$ cat config.mk
export PLATFORM = sky130hd
export DESIGN_NAME = capture_regs
export DESIGN_NICKNAME = d
export VERILOG_FILES = /design/src/hdl/video_capture_pkg.sv /design/src/hdl/capture_regs.sv
export SDC_FILE = /design/constraint.sdc
export NUM_CORES = 1
export LEC_CHECK = 0
export ABC_AREA = 1
export BUFFER_PORTS_ARGS = -buffer_cell sky130_fd_sc_hd__buf_2
export CAP_MARGIN = 0
export CORE_UTILIZATION = 45
export CTS_CLUSTER_DIAMETER = 40
export CTS_CLUSTER_SIZE = 12
export DETAILED_ROUTE_END_ITERATION = 12
export GPL_TIMING_DRIVEN = 0
export PLACE_DENSITY_LB_ADDON = 0.15
export RECOVER_POWER = 100
export SLEW_MARGIN = 5
export SYNTH_ARGS = -nofsm -noshare
export SYNTH_HDL_FRONTEND = slang
export SYNTH_SLANG_ARGS = --single-unit
$ cat constraint.sdc
create_clock -name hw_pixel_clk -period 2.4 [get_ports hw_pixel_clk]
set_clock_uncertainty 0.2 [all_clocks]
set_input_delay 0 -clock hw_pixel_clk [delete_from_list [all_inputs] [get_ports hw_pixel_clk]]
set_output_delay 0 -clock hw_pixel_clk [all_outputs]
set_load 0.005 [all_outputs]
$ cat src/hdl/video_capture_pkg.sv
package video_capture_pkg;

    // Default raster, 800x600 at 60 Hz SVGA timing
    localparam int def_x_res   = 800;
    localparam int def_y_res   = 600;
    localparam int def_h_front = 40;
    localparam int def_h_sync  = 128;
    localparam int def_h_back  = 88;
    localparam int def_v_front = 1;
    localparam int def_v_sync  = 4;
    localparam int def_v_back  = 23;

    localparam int def_history = 5;     // Sync filter run length
    localparam int def_fifo_depth = 1024;

    // APB register map, byte addresses
    localparam logic [11:0] reg_ctrl   = 12'h000;
    localparam logic [11:0] reg_status = 12'h004;
    localparam logic [11:0] reg_pixel  = 12'h008;
    localparam logic [11:0] reg_frames = 12'h00C;

    typedef logic [10:0] coord_t;

    typedef struct packed {
        logic [4:0] red;
        logic [5:0] green;
        logic [4:0] blue;
    } rgb565_t;

    // One captured pixel with its framing tags
    typedef struct packed {
        logic    sof;
        logic    sol;
        rgb565_t rgb;
    } pixel_entry_t;

    typedef struct packed {
        logic        psel;
        logic        penable;
        logic        pwrite;
        logic [11:0] paddr;
        logic [31:0] pwdata;
    } apb_req_t;

    typedef struct packed {
        logic [31:0] prdata;
        logic        pready;
        logic        pslverr;
    } apb_rsp_t;

endpackage

$ cat src/hdl/capture_regs.sv
`timescale 1ns/1ns

module capture_regs (
    input  logic                            hw_pixel_clk,
    input  logic                            rst,
    input  video_capture_pkg::apb_req_t     apb_req,
    output video_capture_pkg::apb_rsp_t     apb_rsp,
    input  video_capture_pkg::rgb565_t      rgb,
    input  video_capture_pkg::coord_t       pixel_x,
    input  video_capture_pkg::coord_t       pixel_y,
    input  logic                            active,
    input  logic                            locked,
    output logic                            fifo_wr_en,
    output video_capture_pkg::pixel_entry_t fifo_wr_data,
    output logic                            fifo_rd_en,
    input  video_capture_pkg::pixel_entry_t fifo_rd_data,
    input  logic                            fifo_empty,
    input  video_capture_pkg::coord_t       fifo_level,
    input  logic                            overflow_pulse
);

    import video_capture_pkg::*;

    logic        access;
    logic        wr_access;
    logic        rd_access;
    logic        addr_ok;
    logic [31:0] rdata;
    logic        enable;
    logic        overflow;        // Sticky, cleared by software
    logic        armed;
    logic [31:0] frame_count;
    logic        frame_start;
    logic        capture;

    assign access    = apb_req.psel & apb_req.penable;
    assign wr_access = access & apb_req.pwrite;
    assign rd_access = access & ~apb_req.pwrite;

    // Capture gate only changes at (0,0) so frames stay whole
    assign frame_start = active && (pixel_x == '0) && (pixel_y == '0);
    assign capture     = active && (frame_start ? (enable && locked) : armed);

    assign fifo_wr_en   = capture;
    assign fifo_wr_data = '{sof: frame_start, sol: (pixel_x == '0), rgb: rgb};
    assign fifo_rd_en   = rd_access && (apb_req.paddr == reg_pixel) && !fifo_empty;

    always_ff @(posedge hw_pixel_clk) begin
        if (rst) begin
            enable      <= 1'b0;
            overflow    <= 1'b0;
            armed       <= 1'b0;
            frame_count <= '0;
        end else begin
            if (wr_access && apb_req.paddr == reg_ctrl) begin
                enable <= apb_req.pwdata[0];
            end
            // A new drop wins over a clear in the same cycle
            if (overflow_pulse) begin
                overflow <= 1'b1;
            end else if (wr_access && apb_req.paddr == reg_status && apb_req.pwdata[17]) begin
                overflow <= 1'b0;
            end
            if (frame_start) armed <= enable && locked;
            if (capture && frame_start) frame_count <= frame_count + 1'b1;
        end
    end

    // Read mux and address decode
    always_comb begin
        rdata   = '0;
        addr_ok = 1'b1;
        case (apb_req.paddr)
            reg_ctrl:   rdata = {31'b0, enable};
            reg_status: rdata = {14'b0, overflow, locked, 5'b0, fifo_level};
            reg_pixel:  rdata = {fifo_empty, 13'b0, fifo_rd_data};
            reg_frames: rdata = frame_count;
            default:    addr_ok = 1'b0;
        endcase
    end

    always_comb begin
        apb_rsp.prdata  = rdata;
        apb_rsp.pready  = 1'b1;     // No wait states
        apb_rsp.pslverr = access & ~addr_ok;
    end

    // Error only in an access phase that follows its setup phase
    a_slverr_phase: assert property (
        @(posedge hw_pixel_clk) disable iff (rst)
        apb_rsp.pslverr |-> access && $past(apb_req.psel && !apb_req.penable)
    ) else $error("capture_regs: pslverr outside access phase");

endmodule

==> impl_metrics.tcl <==
set metrics [dict create \
    hold_start "pixel_y[0]" \
    arrival_ns 2.16 \
    diodes 0 \
    coreArea_um2 6830 \
    insertion_delay_ns 0.29 \
    setup_violations 0 \
    clkSinkCount 35 \
    wire_per_inst_um 13.1 \
    path_cells "dlygate4sd3_1 -> clkbuf_1 -> nor2_1 -> nand2_4 -> nor2_1 -> nand2_2 -> clkbuf_2 -> buf_6 -> nand2_1 -> a21oi_2" \
    hold_viol 0 \
    power_mw 1.19 \
    swShare_pct 25.9 \
    cts_buffers 5 \
    drive_gt1_share_pct 22.7 \
    synthCells 547 \
    critPathKind "input port to flip-flop" \
    status "finished clean" \
    syn_avg_cell_area_um2 5.84 \
    routed_wl_mm 10.5 \
    ys.flop_type "dfxtp_1" \
    p_per_area_nw_per_um2 288 \
    dieArea_um2 7440 \
    p_seq_share_pct 48.8 \
    syn_to_final_growth_pct 29.4 \
    report.final.slew_viol_count 0 \
    syn_area_um2 3200 \
    synth_area_leaders "dfxtp_1, nand2_1, nor2_1" \
    ys_ff_latch 35 \
    drt-initial-drc-count 218 \
    clockBufferDepth 2 \
    synthTopCellsByCount "nand2_1, nor2_1, inv_1" \
    cp_max_fo 10 \
    worst-endpoint-required_ns 2.36 \
    firstDrtPassIters 6 \
    core.rowCount 30 \
    post-synth-top-count-cell "nand2_1" \
    combPwrFrac_pct 14.9 \
    yosys.area.top_type "dfxtp_1" \
    min_to "armed" \
    gp_congestion 0.957 \
    maxCapViolations 0 \
    fillers 730 \
    cpPeakStageDelay_ns 0.55 \
    r2r.worst_path.cells 7 \
    start_util_pct 46.8 \
    slowest_stage "nor2_1" \
    p_clk_share_pct 36.3 \
    dr_total_vias 4033 \
    dp_hpwl_mm 8.01 \
    grt_pass1_wl_mm 16.9 \
    crit_top_cell "nor2_1" \
    finalCritPeriodShare_pct 91.6 \
    path_clk_slew_ns 0.08 \
    antenna_found_initial 0 \
    io_pins 174 \
    grt_pass1_vias 3827 \
    critPathCaptureType "flip-flop" \
    detail-route-antenna-nets 0 \
    post-place-cells 768 \
    grtUsageTotal_pct 28.5 \
    cts_root_buffer "clkbuf_8" \
    synth_cell_types 33 \
    rsz0062_at_grt "no" \
    cp-start-kind "input port" \
    leakage_nw 1.71 \
    r2r_end "frame_count[6]" \
    nets 824 \
    hold_path.class "input port to flip-flop" \
    max_slew_margin_pct 52.0 \
    holdWs_ns 0.0407 \
    setup-tns-final_ns 0 \
    ys_warn_count 0 \
    final_util_pct 60.5 \
    cts_tree "yes" \
    synth_top_area_share_pct 21.9 \
    drc 0 \
    synth_edf_count 0 \
    die_h_um 86.3 \
    fmax_mhz 455 \
    grt_overflow_total 0 \
    tightestPinTransition_ns 0.720 \
    p_int_uw 883 \
    grt_max_degree 12 \
    ir_drop_uv 200 \
    finalCriticalPeriod_ns 2.20 \
    place.port_buffers 125 \
    viasPerCell 5.04 \
    power_switching_uw 309 \
    r2r_start "frame_count[0]" \
    fin_cells 800 \
    seq_area_frac_synth_pct 21.9 \
    htreeDepth 2 \
    fp.dieW_um 86.3 \
    syn_nets 668 \
    worst-r2r-setup-slack_ns 0.28 \
    post_cts_buffers 0 \
    whs_path_depth 6 \
    synth-async-reset-ratio_pct 0 \
]
logic make-up (layout without fill, tap and decap cells):
kind of cell             count (synthesis)  in the layout  share of synthesized area, %
AO/OA/AOI/OAI                           61             61                          12.7
XOR/XNOR                                 7              7                          1.92
adder cells (fa/ha/maj)                  1              1                         0.391
buffers and inverters                  109            266                          16.2
flip-flops                              35             35                          21.9
other                                    1              1                         0.117
AND/OR/NAND/NOR                        333            333                          46.8
worst max-delay path by stage:
stage,slack [ns],cells past startpoint,end,startpoint
2_1_floorplan,0.70,7,frame_count[6],frame_count[0]
3_3_place_gp,0.40,7,frame_count[6],frame_count[0]
3_5_place_dp,0.35,11,frame_count[24],frame_count[0]
4_1_cts,0.34,11,frame_count[24],frame_count[0]
5_1_grt,0.09,10,frame_count[27],pixel_y[10]
6_report,0.20,10,frame_count[26],pixel_y[10]
flip-flops by register name, indices dropped and copies added (netlist names):
signal	count
frame_count	32
enable	1
overflow	1
armed	1
power by group through the flow:
| stage | Combinational (mW) | Sequential (mW) | Clock, mW |
|---|---|---|---|
| 3_3_place_gp | 0.148 | 0.596 | 0 |
| 6_report | 0.177 | 0.582 | 0.433 |
| 2_1_floorplan | 0.0665 | 0.595 | 0 |
| 3_5_place_dp | 0.152 | 0.596 | 0 |
| 4_1_cts | 0.180 | 0.582 | 0.435 |
| 5_1_grt | 0.195 | 0.582 | 0.466 |
through the flow:
stage / setup slack, ns / cell area [um2]
4_1_cts: 0.336 / 4270
6_report: 0.201 / 4140
5_1_grt: 0.0945 / 4140
3_5_place_dp: 0.354 / 3940
2_1_floorplan: 0.696 / 3200
3_3_place_gp: 0.398 / 3940
routing by layer:
layer  up-vias  track usage (%)  wire, um
met5         -                0         0
met4         0             8.33       197
met3        20             3.71       640
met2       164             53.3      5240
met1      1820             33.8      4410
li1       2029                -         -
worst max-delay path: cells and delay by family:
family	cells	cell delay [ns]
buffers and inverters	4	1.10
and+or+nand+nor	5	0.99
AOI/OAI and AO/OA	1	0.05
placed cells by master (no fill, tap or decap), types with 7 or more instances in the layout:
| master | n |
|---|---|
| dfxtp_1 | 35 |
| o221ai_1 | 12 |
| clkbuf_4 | 14 |
| dlygate4sd3_1 | 24 |
| nand3_1 | 32 |
| inv_1 | 71 |
| nand4_1 | 20 |
| buf_2 | 94 |
| o21ai_0 | 8 |
| nor2_2 | 7 |
| clkbuf_1 | 35 |
| nand2_1 | 179 |
| a21oi_2 | 10 |
| xor2_1 | 7 |
| clkbuf_2 | 11 |
| a21oi_1 | 23 |
| nor2_1 | 83 |
final cells by class:
class / instances / area [um2] / area share (%)
Inverter: 72 / 270 / 6.54
Tap cell: 96 / 120 / 2.90
Timing Repair Buffer: 149 / 837 / 20.2
Clock buffer: 5 / 68.8 / 1.66
Buffer: 37 / 229 / 5.54
Sequential cell: 35 / 701 / 16.9
Multi-Input combinational cell: 403 / 1890 / 45.8
Clock inverter: 3 / 15.0 / 0.363
what timing repair did:
action / CTS / global route
endpoints found under the hold margin: 27 / 0
hold buffers: 24 / 0
gates resized for setup: 0 / 0
(Power assumes the default switching activity.)
