[config.mk]
export PLATFORM = sky130hd
export DESIGN_NAME = raster_tracker
export DESIGN_NICKNAME = d
export VERILOG_FILES = /design/src/hdl/video_capture_pkg.sv /design/src/hdl/raster_tracker.sv
export SDC_FILE = /design/constraint.sdc
export NUM_CORES = 1
export LEC_CHECK = 0
export BUFFER_PORTS_ARGS = -buffer_cell sky130_fd_sc_hd__buf_2
export CORE_ASPECT_RATIO = 0.5
export CORE_MARGIN = 4
export CORE_UTILIZATION = 42
export CTS_CLUSTER_DIAMETER = 60
export DETAILED_ROUTE_END_ITERATION = 10
export GPL_TIMING_DRIVEN = 0
export MAX_ROUTING_LAYER = met4
export PLACE_DENSITY = 0.64
export SYNTH_ARGS = -nofsm -noshare
export SYNTH_HDL_FRONTEND = slang
export SYNTH_SLANG_ARGS = --single-unit
[constraint.sdc]
create_clock -name hw_pixel_clk -period 5.9 [get_ports hw_pixel_clk]
set_input_delay 1.18 -clock hw_pixel_clk [delete_from_list [all_inputs] [get_ports hw_pixel_clk]]
set_output_delay 1.18 -clock hw_pixel_clk [all_outputs]
set_load 0.01 [all_outputs]
[src/hdl/video_capture_pkg.sv]
package video_capture_pkg;

    // Default raster, 800x600 at 60 Hz SVGA timing
    localparam int def_x_res   = 800;
    localparam int def_y_res   = 600;
    localparam int def_h_front = 40;
    localparam int def_h_sync  = 128;
    localparam int def_h_back  = 88;
    localparam int def_v_front = 1;
    localparam int def_v_sync  = 4;
    localparam int def_v_back  = 23;

    localparam int def_history = 5;     // Sync filter run length
    localparam int def_fifo_depth = 1024;

    // APB register map, byte addresses
    localparam logic [11:0] reg_ctrl   = 12'h000;
    localparam logic [11:0] reg_status = 12'h004;
    localparam logic [11:0] reg_pixel  = 12'h008;
    localparam logic [11:0] reg_frames = 12'h00C;

    typedef logic [10:0] coord_t;

    typedef struct packed {
        logic [4:0] red;
        logic [5:0] green;
        logic [4:0] blue;
    } rgb565_t;

    // One captured pixel with its framing tags
    typedef struct packed {
        logic    sof;
        logic    sol;
        rgb565_t rgb;
    } pixel_entry_t;

    typedef struct packed {
        logic        psel;
        logic        penable;
        logic        pwrite;
        logic [11:0] paddr;
        logic [31:0] pwdata;
    } apb_req_t;

    typedef struct packed {
        logic [31:0] prdata;
        logic        pready;
        logic        pslverr;
    } apb_rsp_t;

endpackage

[src/hdl/raster_tracker.sv]
`timescale 1ns/1ns

module raster_tracker #(
    parameter int X_RES   = video_capture_pkg::def_x_res,
    parameter int Y_RES   = video_capture_pkg::def_y_res,
    parameter int H_FRONT = video_capture_pkg::def_h_front,
    parameter int H_SYNC  = video_capture_pkg::def_h_sync,
    parameter int H_BACK  = video_capture_pkg::def_h_back,
    parameter int V_FRONT = video_capture_pkg::def_v_front,
    parameter int V_SYNC  = video_capture_pkg::def_v_sync,
    parameter int V_BACK  = video_capture_pkg::def_v_back,
    parameter int HISTORY = video_capture_pkg::def_history
) (
    input  logic                         hw_pixel_clk,
    input  logic                         rst,
    input  logic                         hsync_event,
    input  logic                         vsync_event,
    output video_capture_pkg::coord_t    pixel_x,
    output video_capture_pkg::coord_t    pixel_y,
    output logic                         active,
    output logic                         locked
);

    import video_capture_pkg::*;

    localparam int H_TOTAL  = X_RES + H_FRONT + H_SYNC + H_BACK;
    localparam int V_TOTAL  = Y_RES + V_FRONT + V_SYNC + V_BACK;
    // Where the counters must stand right after a filtered sync event
    localparam int H_TARGET = X_RES + H_FRONT + HISTORY + 1;
    localparam int V_TARGET = Y_RES + V_FRONT + 1;

    coord_t x;
    coord_t y;
    coord_t x_inc;
    coord_t y_inc;
    logic   line_end;
    logic   v_pending;      // vsync seen, realign y at the line wrap
    logic   v_due;
    logic   locked_q;

    // Small phase errors are tolerated to avoid jitter on the counters
    function automatic logic in_window(coord_t pos, int target);
        return (int'(pos) >= target - 3) && (int'(pos) <= target + 1);
    endfunction

    assign x_inc    = x + coord_t'(1);
    assign y_inc    = y + coord_t'(1);
    assign line_end = (x == coord_t'(H_TOTAL - 1));
    assign v_due    = v_pending | vsync_event;

    always_ff @(posedge hw_pixel_clk) begin
        if (rst) begin
            x         <= '0;
            y         <= '0;
            v_pending <= 1'b0;
            locked_q  <= 1'b0;
        end else begin
            if (hsync_event && !in_window(x, H_TARGET)) begin
                x <= coord_t'(H_TARGET);
            end else if (line_end) begin
                x <= '0;
            end else begin
                x <= x_inc;
            end

            if (line_end) begin
                v_pending <= 1'b0;
                if (v_due && !in_window(y, V_TARGET)) begin
                    y <= coord_t'(V_TARGET);
                end else if (y == coord_t'(V_TOTAL - 1)) begin
                    y <= '0;
                end else begin
                    y <= y_inc;
                end
            end else if (vsync_event) begin
                v_pending <= 1'b1;
            end

            if (vsync_event) locked_q <= 1'b1;  // Sticky until reset
        end
    end

    assign pixel_x = x;
    assign pixel_y = y;
    assign active  = (x < coord_t'(X_RES)) && (y < coord_t'(Y_RES));
    assign locked  = locked_q;

    // Realignment target must lie inside the line
    a_x_in_line: assert property (
        @(posedge hw_pixel_clk) disable iff (rst)
        int'(x) < H_TOTAL
    ) else $error("raster_tracker: x beyond line total");

endmodule

==> results.sh, run 1 <==
export IMPL_outcome="finished clean"
export IMPL_final_cell_mix="27 x buf_2, 24 x dfxtp_1, 19 x a21oi_1"
export IMPL_final_max_slew_violation_count=0
export IMPL_pin_count=28
export IMPL_cts_resized=0
export IMPL_synth_seq_cells=24
export IMPL_drcViolationCount=0
export IMPL_synthDistinctLibCells=42
export IMPL_p_total_uw=347
export IMPL_drv_cap=0
export IMPL_clock_sinks=24
export IMPL_antenna_found_initial=0
export IMPL_vias=1268
export IMPL_clock_latency_ps=270
export IMPL_detail_route_antenna_nets=0
export IMPL_yosys_area_share_simple_pct=29.6
export IMPL_yosysTopAreaCell="dfxtp_1"
export IMPL_rows=14
export IMPL_dp_cells=229
export IMPL_cts_tree="built"
export IMPL_synth_area_mux_share_pct=0
export IMPL_cts_buffer_depth=2
export IMPL_start_kind="flop"
export IMPL_crit_arrival_ps=1670
export IMPL_top_layer="met4"
export IMPL_critPathMaxFanout=7
export IMPL_yosysSeqAreaShare_pct=36.6
export IMPL_synthArstFlopShare_pct=0
export IMPL_via_per_inst=5.44
export IMPL_worstPathRequired_ps=4720
export IMPL_drt_iter0_markers=87
export IMPL_netlist_instances=162
export IMPL_numPortBuffers=27
export IMPL_synth_xor_xnor_area_share_pct=6.67
export IMPL_synth_top_cell_area_share_pct=36.6
export IMPL_hold_buffers=0
export IMPL_postCtsSetupRepairBufs=0
export IMPL_final_setup_viol_count=0
export IMPL_fin_util_pct=52.4
export IMPL_gp_congestion=0.870
export IMPL_tightest_slew_ps=504
export IMPL_instances_no_fill=233
export IMPL_finClkSkew_ps=13.2
export IMPL_synthesis_nets=168
export IMPL_p_leak_nw=0.620
export IMPL_die_height_um=47.5
export IMPL_start_util_pct=43.8
export IMPL_synthTopCellsByArea="dfxtp_1 37%, a21oi_1 7.2%, nand2_1 4.9%"
export IMPL_wl_um=3270
export IMPL_area_growth_pct=19.5
export IMPL_dieArea_um2=4140
export IMPL_fillers=308
export IMPL_relSlewSlack_pct=66.2
export IMPL_grt_usage_pct=17.7
export IMPL_clockRootBuffer="clkbuf_8"
export IMPL_grt_max_degree=15
export IMPL_synth_compound_gate_area_share_pct=22.0
export IMPL_drive_gt1_share_pct=19.2
export IMPL_final_area_um2=1570
export IMPL_die_w_um=87.1
export IMPL_synth_edff_count=0
export IMPL_p_per_area_nw_per_um2=221
export IMPL_timing_critical_path_cells="nor4b_1 > nand2_1 > o221ai_1 > a21oi_1 > buf_2"
export IMPL_max_freq_mhz=351
export IMPL_synth_top_family_by_area="simple AND/OR/NAND/NOR gates"
export IMPL_wl_met1_um=1730
export IMPL_wire_per_inst_um=14.0
export IMPL_min_path_type="reg2reg"
export IMPL_grt_pass1_wl_um=5480
export IMPL_numCtsBuffers=3
export IMPL_clk_pin_slew_ps=100
export IMPL_dr_wl_met2_um=1360
export IMPL_cp_end_kind="output port"
export IMPL_grt_pass1_vias=1108
export IMPL_critPathSlowestCell="dfxtp_1"
export IMPL_core_area_um2=3000
export IMPL_finalHoldViolations=0
export IMPL_cts_htree_levels=1
export IMPL_period_share_pct=48.2
export IMPL_ys_flop_type="dfxtp_1"
export IMPL_dp_hpwl_um=2410
export IMPL_netlist_area_um2=1310
export IMPL_ys_warn_count=0
export IMPL_placed_cell_area_um2=1500
export IMPL_layout_commonest_cell="buf_2"
export IMPL_rsz0062_at_grt="no"
export IMPL_antenna_cells=0
export IMPL_finalSetupTns_ps=0
export IMPL_yosys_area_share_adder_pct=1.91
export IMPL_r2r_slack_ps=3740
export IMPL_wl_met3_um=164
export IMPL_period_needed_ps=2850
export IMPL_critPathKind="reg2out"
export IMPL_syn_area_per_cell_um2=8.10
export IMPL_cpPeakStageDelay_ps=460
export IMPL_grt_overflow=0
export IMPL_nets=200
export IMPL_dr_pass1_iters=4
export IMPL_ir_drop_v=0.0000956
cells by family (layout without fill, tap and decap cells):
kind of cell    count (synthesis)  count (layout)
fa+ha+maj                       2               2
compound gates                 43              43
simple gates                   73              73
flops                          24              24
xor+xnor                       10              10
buf+inv                        10              41
sequential cells by signal (all words and copies together), names as in the netlist:
name,cells
pixel_x,11
v_pending,1
pixel_y,11
locked,1
critical path: cells and delay by family (launching register included):
kind	cells	cell delay, ps
AND/OR/NAND/NOR	2	530
AO/OA/AOI/OAI	2	270
buffers and inverters	1	150
flip-flops	1	460
cell type report:
type	count	area, µm²	share of cell area [%]
timing repair buffer	27	135	8.61
clock inverter	1	30.0	1.91
clock buffer	3	41.3	2.63
tap	40	50.0	3.19
sequential	24	480	30.6
inverter	5	18.8	1.20
multi-input combinational	128	791	50.4
buffer	5	22.5	1.44
per-stage QoR:
stage / hold WS, ps / setup WS (ps)
CTS: 486 / 3050
finish: 481 / 3050
detailed placement: 463 / 3360
floorplan: 492 / 3560
global placement: 444 / 3350
global route: 513 / 2860
metal layers:
| metal | GRT usage, % | vias to the layer above |
|---|---|---|
| met5 | - | - |
| met4 | 2.80 | 0 |
| met3 | 4.64 | 2 |
| met2 | 26.4 | 30 |
| met1 | 24.5 | 581 |
| li1 | - | 655 |
final timing paths:
path | start | cells past startpoint | end
max | pixel_y[6] | 5 | active
min | locked | 2 | locked
max reg2reg | pixel_y[0] | 6 | pixel_y[8]
min reg2reg | locked | 2 | locked
cells in the mapped netlist, types with 2 or more instances:
| cell | number |
|---|---|
| or2_2 | 2 |
| o22ai_1 | 2 |
| and4_1 | 3 |
| nand3_1 | 9 |
| o21ai_0 | 3 |
| nand2b_1 | 2 |
| dfxtp_1 | 24 |
| nand4_1 | 4 |
| xnor2_1 | 7 |
| o31ai_1 | 2 |
| inv_1 | 5 |
| o21ai_1 | 2 |
| a21o_1 | 2 |
| nor2_1 | 17 |
| nor3_1 | 3 |
| clkbuf_1 | 4 |
| o21a_1 | 3 |
| nand2_1 | 17 |
| a211o_1 | 2 |
| a21oi_1 | 19 |
| xor2_1 | 3 |
| and3_1 | 6 |
| ha_1 | 2 |
power by group:
group / total, mW / leakage [nW] / switching [mW] / internal, mW
clock: 0.147 / 0.0357 / 0.0564 / 0.0907
sequential: 0.172 / 0.196 / 0.00570 / 0.167
combinational: 0.0277 / 0.388 / 0.0163 / 0.0114
total: 0.347 / 0.620 / 0.0784 / 0.269
Note: power is estimated with default switching activity, not from simulation.
==> run 2: changes to the inputs <==
ABC_AREA = 1   (was default)
PLACE_DENSITY = 0.63   (was 0.64)
clock period = 2.7 ns   (was 5.9 ns; I/O delays follow)
==> run 2 against run 1 <==
Worst setup slack got worse by 2300 ps. Largest cell class unchanged. Non-clock buffer count unchanged. Largest power group unchanged. Die area grew 12%.
==> results.sh, run 2 <==
export IMPL_crit_arrival_ps=1430
export IMPL_min_path_type="reg2reg"
export IMPL_netlist_instances=234
export IMPL_critPathKind="reg2out"
export IMPL_final_setup_viol_count=0
export IMPL_numCtsBuffers=3
export IMPL_start_kind="flop"
export IMPL_timing_rr_start="pixel_y[0]"
export IMPL_netlist_area_um2=1490
export IMPL_drv_cap=0
export IMPL_core_area_um2=3210
export IMPL_p_per_area_nw_per_um2=444
export IMPL_r2r_end="pixel_y[7]"
export IMPL_rsz0062_at_grt="no"
export IMPL_final_cell_mix="67 x nand2_1, 33 x nor2_1, 29 x buf_2"
export IMPL_vias=1526
export IMPL_synthTopCellsByArea="dfxtp_1 32%, nand2_1 17%, nor2_1 8.3%"
export IMPL_dr_pass1_iters=4
export IMPL_dieArea_um2=4630
export IMPL_wire_per_inst_um=11.6
export IMPL_finalHoldViolations=0
export IMPL_max_freq_mhz=509
export IMPL_yosysTopAreaCell="dfxtp_1"
export IMPL_cts_buffer_depth=2
export IMPL_syn_area_per_cell_um2=6.38
export IMPL_final_seq_area_um2=480
export IMPL_final_max_slew_violation_count=0
export IMPL_drcViolationCount=0
export IMPL_hold_buffers=0
export IMPL_hold_start="v_pending"
export IMPL_tightest_slew_ps=357
export IMPL_drt_iter0_markers=65
export IMPL_synth_top_cell_area_share_pct=32.2
export IMPL_grt_pass1_wl_um=5980
export IMPL_cts_resized=0
export IMPL_holdWs_ps=477
export IMPL_fillers=347
export IMPL_holdPathStages=2
export IMPL_via_per_inst=4.89
export IMPL_clock_latency_ps=270
export IMPL_synth_edff_count=0
export IMPL_nets=271
export IMPL_finClkSkew_ps=3.62
export IMPL_grt_usage_pct=16.5
export IMPL_pin_count=28
export IMPL_cts_htree_levels=1
export IMPL_grt_pass1_vias=1272
export IMPL_yosysSeqAreaShare_pct=32.2
export IMPL_layout_commonest_cell="nand2_1"
export IMPL_period_share_pct=72.8
export IMPL_die_w_um=92.3
export IMPL_antenna_found_initial=0
export IMPL_antenna_cells=0
export IMPL_cts_tree="built"
export IMPL_grt_overflow=0
export IMPL_synth_seq_cells=24
export IMPL_numPortBuffers=26
export IMPL_hold_end="v_pending"
export IMPL_r2r_slack_ps=990
export IMPL_worstPathRequired_ps=2160
export IMPL_ys_flop_type="dfxtp_1"
export IMPL_start_util_pct=46.6
export IMPL_area_growth_pct=17.5
export IMPL_grt_max_degree=15
export IMPL_multi_input_area_um2=863
export IMPL_period_needed_ps=1970
export IMPL_r2r_cells=8
export IMPL_dp_hpwl_um=2710
export IMPL_relSlewSlack_pct=76.2
export IMPL_synth_common_cells="67 x nand2_1, 33 x nor2_1, 26 x inv_1, 24 x dfxtp_1, 22 x nand3_1"
export IMPL_wl_um=3630
export IMPL_ir_drop_v=0.000278
export IMPL_synthDistinctLibCells=30
export IMPL_detail_route_antenna_nets=0
export IMPL_synthArstFlopShare_pct=0
export IMPL_cp_end_kind="output port"
export IMPL_ys_warn_count=0
export IMPL_synthesis_nets=240
export IMPL_rows=14
export IMPL_critPathMaxFanout=7
export IMPL_gp_congestion=0.918
export IMPL_postCtsSetupRepairBufs=0
export IMPL_drive_gt1_share_pct=18.2
export IMPL_clockRootBuffer="clkbuf_8"
export IMPL_clock_sinks=24
export IMPL_clk_pin_slew_ps=90
export IMPL_die_height_um=50.2
export IMPL_p_leak_nw=0.855
export IMPL_yosysMostFrequentCell="nand2_1"
export IMPL_finalSetupTns_ps=0
export IMPL_outcome="finished clean"
## run 2: cell types whose count changed in the layout (fill, tap and decap cells not counted), moves of 6 or more
cell      previous run  this run
nand3_1              9        22
xnor2_1              7         1
nor2_1              17        33
a21oi_1             19         8
nand3b_1             0         6
and3_1               6         0
inv_1                5        26
nand2_1             17        67
## run 2: worst max path at each step
stage,from,to,slack [ps]
floorplan,pixel_x[0],pixel_x[0],1160
global placement,pixel_x[0],pixel_x[7],1010
detailed placement,pixel_x[0],pixel_x[10],1010
CTS,pixel_y[9],active,700
global route,pixel_y[4],active,590
finish,pixel_y[9],active,730
## run 2: cell families after synthesis
kind of cell,share of synthesized area [%]
AO/OA/AOI/OAI,6.28
XOR/XNOR,4.10
AND/OR/NAND/NOR,45.7
flip-flops,32.2
adder cells (fa/ha/maj),1.67
buffers and inverters,10.0
## run 2: per-stage QoR
stage | total power, mW | setup WS, ps | instances | instance area, µm² | utilization, %
6_report | 0.780 | 734 | 312 | 1760 | 54.8
5_1_grt | 0.818 | 590 | 312 | 1760 | 54.8
4_1_cts | 0.788 | 703 | 312 | 1760 | 54.8
3_5_place_dp | 0.463 | 1010 | 308 | 1680 | 52.5
3_3_place_gp | 0.462 | 1010 | 308 | 1680 | 52.5
2_1_floorplan | 0.437 | 1160 | 234 | 1490 | -
## run 2: final cells by class
class / count / area share (%)
plain buffers: 6 / 2.14
repair buffers: 26 / 7.41
well taps: 48 / 3.42
multi-input cells: 174 / 49.2
flip-flops and latches: 24 / 27.4
clock inverters: 1 / 1.71
inverters: 30 / 6.41
clock buffers: 3 / 2.35
## run 2: power by group
part / total, mW / switching [mW] / internal (mW)
clock: 0.325 / 0.127 / 0.198
combinational: 0.0713 / 0.0444 / 0.0269
sequential: 0.383 / 0.0167 / 0.367
total: 0.780 / 0.188 / 0.592
## run 2: critical path, stage by stage (launching register included)
cell and delay [ps]:
dfxtp_1 470, nand2_1 120, nor2_1 170, nand3_1 110, nand2_1 110, nor2_1 40
buf_2 140
## run 2: per-layer routing
layer,GRT usage (%),wire (µm),vias up
li1,-,-,800
met1,22.3,1810,681
met2,25.6,1560,45
met3,4.78,253,0
met4,1.48,0,0
met5,-,0,-
