$ cat config.mk
export PLATFORM = sky130hd
export DESIGN_NAME = sync_filter
export DESIGN_NICKNAME = d
export VERILOG_FILES = /design/src/hdl/video_capture_pkg.sv /design/src/hdl/sync_filter.sv
export SDC_FILE = /design/constraint.sdc
export NUM_CORES = 1
export LEC_CHECK = 0
export BUFFER_PORTS_ARGS = -buffer_cell sky130_fd_sc_hd__buf_2
export CORE_AREA = 2 2 39 41
export CTS_BUF_LIST = sky130_fd_sc_hd__clkbuf_16
export DETAILED_ROUTE_END_ITERATION = 8
export DIE_AREA = 0 0 41 43
export PLACE_DENSITY = 0.3
export SYNTH_ARGS = -nofsm -noshare
export SYNTH_HDL_FRONTEND = slang
export SYNTH_SLANG_ARGS = --single-unit
export TNS_END_PERCENT = 10
$ cat constraint.sdc
create_clock -name hw_pixel_clk -period 1 [get_ports hw_pixel_clk]
set_input_delay 0.1 -clock hw_pixel_clk [delete_from_list [all_inputs] [get_ports hw_pixel_clk]]
set_output_delay 0.1 -clock hw_pixel_clk [all_outputs]
set_load 0.01 [all_outputs]
$ cat src/hdl/video_capture_pkg.sv
package video_capture_pkg;

    // Default raster, 800x600 at 60 Hz SVGA timing
    localparam int def_x_res   = 800;
    localparam int def_y_res   = 600;
    localparam int def_h_front = 40;
    localparam int def_h_sync  = 128;
    localparam int def_h_back  = 88;
    localparam int def_v_front = 1;
    localparam int def_v_sync  = 4;
    localparam int def_v_back  = 23;

    localparam int def_history = 5;     // Sync filter run length
    localparam int def_fifo_depth = 1024;

    // APB register map, byte addresses
    localparam logic [11:0] reg_ctrl   = 12'h000;
    localparam logic [11:0] reg_status = 12'h004;
    localparam logic [11:0] reg_pixel  = 12'h008;
    localparam logic [11:0] reg_frames = 12'h00C;

    typedef logic [10:0] coord_t;

    typedef struct packed {
        logic [4:0] red;
        logic [5:0] green;
        logic [4:0] blue;
    } rgb565_t;

    // One captured pixel with its framing tags
    typedef struct packed {
        logic    sof;
        logic    sol;
        rgb565_t rgb;
    } pixel_entry_t;

    typedef struct packed {
        logic        psel;
        logic        penable;
        logic        pwrite;
        logic [11:0] paddr;
        logic [31:0] pwdata;
    } apb_req_t;

    typedef struct packed {
        logic [31:0] prdata;
        logic        pready;
        logic        pslverr;
    } apb_rsp_t;

endpackage

$ cat src/hdl/sync_filter.sv
`timescale 1ns/1ns

module sync_filter #(
    parameter int HISTORY = video_capture_pkg::def_history
) (
    input  logic hw_pixel_clk,
    input  logic rst,
    input  logic sync_in,
    output logic sync_event
);

    logic [HISTORY-1:0] history;    // Newest sample in bit 0
    logic               state;      // Filtered sync level
    logic               all_ones;
    logic               all_zeros;

    assign all_ones  = &history;
    assign all_zeros = ~|history;

    // Rising edge of the filtered level, seen one cycle before state flips
    assign sync_event = ~state & all_ones;

    always_ff @(posedge hw_pixel_clk) begin
        if (rst) begin
            history <= '0;
            state   <= 1'b0;
        end else begin
            history <= {history[HISTORY-2:0], sync_in};
            if (sync_event) begin
                state <= 1'b1;
            end else if (state && all_zeros) begin
                state <= 1'b0;  // Release only after a full run of zeros
            end
        end
    end

    // A single event per sync pulse, the state must block the next cycle
    a_single_event: assert property (
        @(posedge hw_pixel_clk) disable iff (rst)
        sync_event |=> !sync_event
    ) else $error("sync_filter: event on two consecutive cycles");

endmodule

==> results.toml, run 1 <==
[status]
status = "finished with violations"
violations = "setup timing"

[floorplan]
start_util = 0.1338
fp.dieW_um = 41
num_rows = 14
core_area_um2 = 1384
pin_count = 4
die_h_um = 43
die_area_um2 = 1763

[timing]
period_share = 1.060
hold_viol = 0
setup_tns_ps = -59.96
maxSlewHeadroom = 0.8082
period_needed_ps = 1060
rsz0062_at_grt = "true"
drv_slew = 0
worstMarginPinSlew_ps = 283.9
setup_ws_ps = -59.96
finalSetupViolations = 1
clock_skew_ps = 1.392
fmax_mhz = 943.4

[power_and_ir_drop]
power_density_nw_per_um2 = 2959
peakVddDrop_uv = 833.8
power_uw = 903.2
p_leak_uw = 0.0001152

[synthesis]
ys_seq_area_frac = 0.6486
yosysMostFrequentCell = "dfxtp_1"
yosysWarnings = 0
ys_seq_elements = 6
ys_async_sr_fraction = 0
netlist_instances = 17
syn_nets = 20
ys_top_cells_by_count = "dfxtp_1, nor2b_1, inv_1"
synth_edf_count = 0
post_synth.cell_area_avg_um2 = 10.89
yosys.area.top_type = "dfxtp_1"
yosys-top-cells-area = "dfxtp_1, nor2b_1, a221oi_1"
ys.flop_type = "dfxtp_1"
synth_top_area_share = 0.6486
netlist_area_um2 = 185.2
synth_cell_types = 8

[route]
drt_iter0_drc = 3
vias_per_cell = 3.769
drc = 0
dr_total_vias = 147
drtAntennaViolNets = 0
wl_per_cell_um = 9.077
dr.pass1.iters = 4
wirelength_um = 354

[worst_hold_path]
min_path_type = "primary input to flip-flop"

[setup_path]
critPathTopFamily = "flip-flops"
critPathMaxFanout = 3
cp.arrival_ps = 960
crit_type = "flip-flop to primary output"
cp.required_ps = 900
startpoint_type = "flip-flop"
end_kind = "primary output"
cpMaxStageDelayCell = "dfxtp_2"
path_cells = "nand4_1 -> nor3_2 -> buf_2"
slowest_delay_ps = 330
crit_buf_inv = 1

[placement]
io_buffers = 3
gp_congestion = 0.6393

[cells_and_area]
multi_input_area_um2 = 62.56
fillers = 148
n_antenna_cell = 0
drive_above_1_share = 0.4783
syn_to_final_growth_pct = 64.86
regArea_um2 = 125.1
nets = 28

[clocking]
cts.sinks = 6
holdBufCountCts = 0
clk_pin_slew_worst_paths_ps = 30
numCtsBuffers = 3
cts_buffer_depth = 2
cts_tree = "done"
cts-root-buf = "clkbuf_16"
htreeDepth = 1
clkLatencyLatePin_ps = 230

[global_route]
antenna_found_initial = 0
grt_max_degree = 7
grt_pass1_wl_um = 545
track_usage = 0.06149
grt_pass1_vias = 129
grt_overflow = 0

[run]
max_cap_violations = 0
path summary, 6_finish.rpt:
check	slack, ps	depth (start not counted)	startpoint	to
worst min-delay path	80	2	sync_in	history[0]
worst max register to register	60	2	history[0]	state
worst max-delay path	-60	3	history[0]	sync_event
worst min register to register	470	1	history[3]	history[4]
cell families (layout without fill, tap and decap cells):
family                 count (synthesis)  in the layout  synth area share
and+or+nand+nor                        7              7            0.2162
DFF                                    6              6            0.6487
buffers and inverters                  2              8           0.04056
AOI/OAI and AO/OA                      2              2           0.09461
per-layer routing:
metal | part of all wire | global-route usage | up-vias
li1 | - | - | 71
met1 | 0.42 | 0.05537 | 64
met2 | 0.36 | 0.05313 | 8
met3 | 0.096 | 0.03141 | 4
met4 | 0.12 | 0.1400 | 0
met5 | 0 | 0 | -
placed cells by master (no fill, tap or decap):
cell / count
nor3_2: 1
dfxtp_2: 4
nor2_1: 1
clkbuf_16: 3
nand4_1: 1
o41ai_1: 1
buf_2: 3
dfxtp_1: 2
nor2b_1: 4
inv_1: 2
a221oi_1: 1
flip-flops by register name (all words and copies together), names as in the netlist:
register / cells
history: 5
state: 1
cell type report:
cell class,count,share of cell area
multi-input combinational,9,0.2049
clock buffer,3,0.2459
timing repair buffer,3,0.04918
tap,16,0.06557
inverter,2,0.02459
sequential,6,0.4098
through the flow:
step / hold slack [ps] / cells / setup WS, ps / utilization / instance area [um2]
after floorplan: 166.7 / 17 / 136.7 / - / 185.2
after global placement: 315.1 / 36 / 106.1 / 0.1591 / 220.2
after detailed placement: 314.8 / 36 / 79.26 / 0.1591 / 220.2
after CTS: 78.89 / 39 / -94.28 / 0.2170 / 300.3
after global routing: 79.10 / 39 / -96.83 / 0.2206 / 305.3
final: 81.17 / 39 / -59.96 / 0.2206 / 305.3
power by group:
| group | total (uW) | internal [uW] | switching, uW |
|---|---|---|---|
| clock | 640 | 512 | 128 |
| combinational | 12.0 | 5.85 | 6.15 |
| sequential | 251 | 248 | 3.36 |
what timing repair did:
item	in CTS	in global routing
buffers inserted	0	0
setup endpoints to repair	1	1
gates resized for setup	4	1
pin swaps	0	1
Note: power is estimated with default switching activity, not from simulation.
==> run 2: changes to the inputs <==
--- a/config.mk
+++ b/config.mk
@@ -6,11 +6,13 @@
 export NUM_CORES = 1
 export LEC_CHECK = 0
 export BUFFER_PORTS_ARGS = -buffer_cell sky130_fd_sc_hd__buf_2
+export CELL_PAD_IN_SITES_DETAIL_PLACEMENT = 1
+export CELL_PAD_IN_SITES_GLOBAL_PLACEMENT = 1
 export CORE_AREA = 2 2 39 41
 export CTS_BUF_LIST = sky130_fd_sc_hd__clkbuf_16
 export DETAILED_ROUTE_END_ITERATION = 8
 export DIE_AREA = 0 0 41 43
-export PLACE_DENSITY = 0.3
+export PLACE_DENSITY = 0.34
 export SYNTH_ARGS = -nofsm -noshare
 export SYNTH_HDL_FRONTEND = slang
 export SYNTH_SLANG_ARGS = --single-unit
==> run 2 against run 1 <==
  * The run still ends with setup timing left
  * Hold slack better by 5.3 ps
  * Global-route usage increased by 0.79 points
  * Via count increased by 0.68%
  * First-iteration DRC count decreased by 100%
  * Combinational power about the same
  * Critical path depth unchanged
  * Power increased by 0.30%
  * Maximum frequency rose by 1.6%
  * Worst setup slack gained 16 ps
  * Non-clock buffer count unchanged
  * Cell area shrank 0.41%
  * Sequential power barely moved
  * Critical path type unchanged
  * Largest power group unchanged
==> results.toml, run 2 (synthesized netlist as in run 1, its figures left out) <==
[status]
status = "finished with violations"
violations = "setup timing"

[setup_path]
startpoint_type = "flip-flop"
cp.required_ps = 900
cp.arrival_ps = 940
end_kind = "primary output"
critPathMaxFanout = 3
crit_type = "flip-flop to primary output"
r2r.worst_path.cells = 2

[clocking]
cts-root-buf = "clkbuf_16"
numCtsBuffers = 3
postCtsSetupBuffers = 0
cts_tree = "done"
clk_pin_slew_worst_paths_ps = 30
clkLatencyLatePin_ps = 230
holdBufCountCts = 0
cts.sinks = 6
htreeDepth = 1
cts_buffer_depth = 2

[worst_hold_path]
min_path_type = "primary input to flip-flop"
worstHoldPathCells = 2

[placement]
placed_cells = 36
io_buffers = 3
gp_congestion = 0.6784
placed_area_um2 = 220.2

[timing]
worstMarginPinSlew_ps = 270.6
rsz0062_at_grt = "true"
maxSlewHeadroom = 0.8172
drv_slew = 0
setup_ws_ps = -43.73
hold_viol = 0
period_share = 1.044
fmax_mhz = 958.1
hold_ws_ps = 86.42
clock_skew_ps = 0.4866
period_needed_ps = 1044
finalSetupViolations = 1

[cells_and_area]
top_register = "history"
largest_reg_flops = 5
n_antenna_cell = 0
layout_commonest_cell = "nor2b_1"
nets = 28
final_cell_area_um2 = 304.0
final_cell_mix = "nor2b_1, clkbuf_16, dfxtp_2, dfxtp_1, buf_2"
final_cells = 39
drive_above_1_share = 0.4348
top_regs = "history (5), state (1)"
syn_to_final_growth_pct = 64.19

[global_route]
track_usage = 0.06935
grt_pass1_wl_um = 690
antenna_found_initial = 0
grt_pass1_vias = 169
grt_overflow = 0
grt_max_degree = 7

[power_and_ir_drop]
clockPowerShare = 0.710
swShare = 0.1542
power_density_nw_per_um2 = 2980
peakVddDrop_uv = 818.0
p_leak_uw = 0.0001147
power.internal_uw = 766.2
combPwrFrac = 0.013
power_uw = 905.9
p_switching_uw = 139.7
p_seq_frac = 0.277

[route]
dr.pass1.iters = 1
drc = 0
vias_per_cell = 3.795
drt_iter0_drc = 0
dr_total_vias = 148
drtAntennaViolNets = 0
wl_per_cell_um = 9.256
wirelength_um = 361

[floorplan]
pin_count = 4
die_h_um = 43
die_area_um2 = 1763
core_area_um2 = 1384
start_util = 0.1338
num_rows = 14
fp.dieW_um = 41

[run]
max_cap_violations = 0
run 2: cell types whose count changed in the layout (fill, tap and decap cells not counted):
cell | before | now
dfxtp_1 | 2 | 3
dfxtp_2 | 4 | 3
run 2: routing by layer:
metal	GRT usage	wire length (um)
met4	0.1200	26
met2	0.06875	151
met3	0.03665	33
met1	0.07097	150
met5	0	0
run 2: stage by stage:
step / util / setup TNS [ps] / worst slack [ps]
floorplan: - / 0 / 136.7
global placement: 0.1591 / 0 / 89.14
detailed placement: 0.1591 / 0 / 78.20
CTS: 0.2161 / -73.14 / -73.14
global route: 0.2197 / -166.4 / -166.4
finish: 0.2197 / -43.73 / -43.73
run 2: final cells by class:
type,instances,area [um2]
Sequential cell,6,123.9
Clock buffer,3,75.07
Tap cell,16,20.02
Fill cell,168,1080
Multi-Input combinational cell,9,62.56
Inverter,2,7.507
Timing Repair Buffer,3,15.01
run 2: power by group through the flow:
stage | Combinational [uW] | Clock (uW) | Sequential (uW)
detailed placement | 12.2 | 0 | 254
global placement | 12.0 | 0 | 254
CTS | 12.3 | 657 | 251
finish | 12.1 | 643 | 251
floorplan | 4.84 | 0 | 253
global route | 14.3 | 678 | 252
run 2: worst max-delay path, stage by stage (launching register included):
cell and delay (ps):
dfxtp_2 320, nand4_1 130, nor3_2 110, buf_2 150
run 2: final timing paths:
path                            startpoint         end  slack (ps)
worst max-delay path            history[2]  sync_event         -40
worst min-delay path               sync_in  history[0]          90
worst max register to register  history[0]       state          80
worst min register to register  history[2]  history[3]         470
run 2: repair_timing:
item	4_1_cts	5_1_grt
gates resized for setup	3	1
setup endpoints to repair	1	1
pin swaps	0	1
==> run 3: changes to the inputs <==
--- a/config.mk
+++ b/config.mk
@@ -13,6 +13,7 @@
 export DETAILED_ROUTE_END_ITERATION = 8
 export DIE_AREA = 0 0 41 43
 export PLACE_DENSITY = 0.34
+export SKIP_LAST_GASP = 1
 export SYNTH_ARGS = -nofsm -noshare
 export SYNTH_HDL_FRONTEND = slang
 export SYNTH_SLANG_ARGS = --single-unit
==> run 3 against run 2 <==
  * The flow still finishes with violations (setup timing)
  * Maximum frequency shrank 1.6%
  * Cell count unchanged
  * Register-to-register slack about the same
  * Clock skew is essentially flat
  * Routed wire length rose by 0.55%
  * Combinational power about the same
  * Clock power barely moved
  * Count of clock-buffer cells in the layout is the same
  * Die area did not move
  * Largest power group unchanged
  * Highest routed layer unchanged
==> results.toml, run 3 (synthesized netlist as in run 1, its figures left out) <==
[status]
status = "finished with violations"
violations = "setup timing"

[global_route]
grt_max_degree = 7
track_usage = 0.07035
grt_pass1_vias = 168
grt_overflow = 0
grt_pass1_wl_um = 703
antenna_found_initial = 0

[cells_and_area]
fillers = 165
n_antenna_cell = 0
top_register = "history"
nets = 28
final_core_util = 0.2170
multi_input_area_um2 = 62.56
top_regs = "history (5), state (1)"
layout_commonest_cell = "dfxtp_1"
final_cell_mix = "dfxtp_1, nor2b_1, clkbuf_16, buf_2, inv_1"
syn_to_final_growth_pct = 62.16
drive_above_1_share = 0.3043
largest_reg_flops = 5
regArea_um2 = 120.1

[setup_path]
cp.required_ps = 900
startpoint_type = "flip-flop"
worstReg2RegStart = "history[0]"
slowest_delay_ps = 340
r2r.worst_path.cells = 2
critPathTopFamily = "flip-flops"
cpMaxStageDelayCell = "dfxtp_1"
crit_buf_inv = 1
crit_start = "history[2]"
cp.arrival_ps = 960
critPathMaxFanout = 3
crit_type = "flip-flop to primary output"
rr_endpoint = "state"
r2r_slack_ps = 80
end_kind = "primary output"
path_cells = "nand4_1 -> nor3_2 -> buf_2"

[timing]
hold_viol = 0
fmax_mhz = 943.1
rsz0062_at_grt = "true"
setup_ws_ps = -60.37
period_needed_ps = 1060
clock_skew_ps = 0.5638
hold_ws_ps = 87.81
finalSetupViolations = 1
setup_tns_ps = -60.37
drv_slew = 0
period_share = 1.060
worstMarginPinSlew_ps = 270.8
maxSlewHeadroom = 0.8171

[placement]
gp_congestion = 0.6784
io_buffers = 3

[route]
drtAntennaViolNets = 0
dr_total_vias = 148
drc = 0
wirelength_um = 363
vias_per_cell = 3.795
wl_per_cell_um = 9.308
drt_iter0_drc = 0
dr.pass1.iters = 1

[floorplan]
die_h_um = 43
pin_count = 4
die_area_um2 = 1763
num_rows = 14
fp.dieW_um = 41
start_util = 0.1338
core_area_um2 = 1384

[clocking]
numCtsBuffers = 3
clkLatencyLatePin_ps = 230
cts_buffer_depth = 2
cts.sinks = 6
cts_tree = "done"
htreeDepth = 1
clk_pin_slew_worst_paths_ps = 30
cts-root-buf = "clkbuf_16"

[power_and_ir_drop]
power_density_nw_per_um2 = 3012
p_switching_uw = 138.9
swShare = 0.1536
p_seq_frac = 0.277
p_leak_uw = 0.0001135
clockPowerShare = 0.710
combPwrFrac = 0.013
peakVddDrop_uv = 815.5
power.internal_uw = 765.4

[worst_hold_path]
min_path_type = "primary input to flip-flop"
min_to = "history[0]"
worstHoldPathCells = 2
hp-start = "sync_in"

[run]
max_cap_violations = 0
run 3: power by group through the flow:
| stage | Combinational [uW] | Sequential (uW) | Clock (uW) |
|---|---|---|---|
| finish | 12.2 | 250 | 642 |
| global placement | 12.0 | 254 | 0 |
| detailed placement | 12.2 | 254 | 0 |
| CTS | 12.3 | 250 | 657 |
| global route | 14.6 | 252 | 678 |
| floorplan | 4.84 | 253 | 0 |
run 3: metal layers:
metal  track usage  routed length [um]
met1       0.07419                 149
met2       0.06875                 149
met3       0.03665                  37
met4        0.1200                  26
met5             0                   0
run 3: area by class of cell:
| type | instances | area share |
|---|---|---|
| sequential | 6 | 0.4000 |
| timing repair buffer | 3 | 0.05000 |
| inverter | 2 | 0.02500 |
| tap | 16 | 0.06667 |
| multi-input combinational | 9 | 0.2083 |
| clock buffer | 3 | 0.2500 |
run 3: timing repair:
| item | 4_1_cts | 5_1_grt |
|---|---|---|
| gates cloned | 0 | 0 |
| hold endpoints to repair | 0 | 0 |
| setup buffers | 0 | 0 |
| resized for setup | 0 | 1 |
| endpoints found under the setup margin | 1 | 1 |
| hold buffers | 0 | 0 |
| pin swaps | 0 | 1 |
run 3: through the flow:
| stage | total power (uW) | setup WS (ps) | std cells | instance area [um2] |
|---|---|---|---|---|
| finish | 904.3 | -60.37 | 39 | 300.3 |
| global route | 944.3 | -197.5 | 39 | 300.3 |
| CTS | 919.8 | -95.57 | 39 | 295.3 |
| detailed placement | 265.9 | 78.20 | 36 | 220.2 |
| global placement | 265.7 | 89.14 | 36 | 220.2 |
| floorplan | 257.5 | 136.7 | 17 | 185.2 |
run 3: how the worst max path moves through the flow:
stage                      end  slack [ps]  cells past startpoint
finish              sync_event         -60                      3
floorplan                state         140                      2
CTS                 sync_event        -100                      3
global placement         state          90                      2
detailed placement       state          80                      2
global route        sync_event        -200                      3
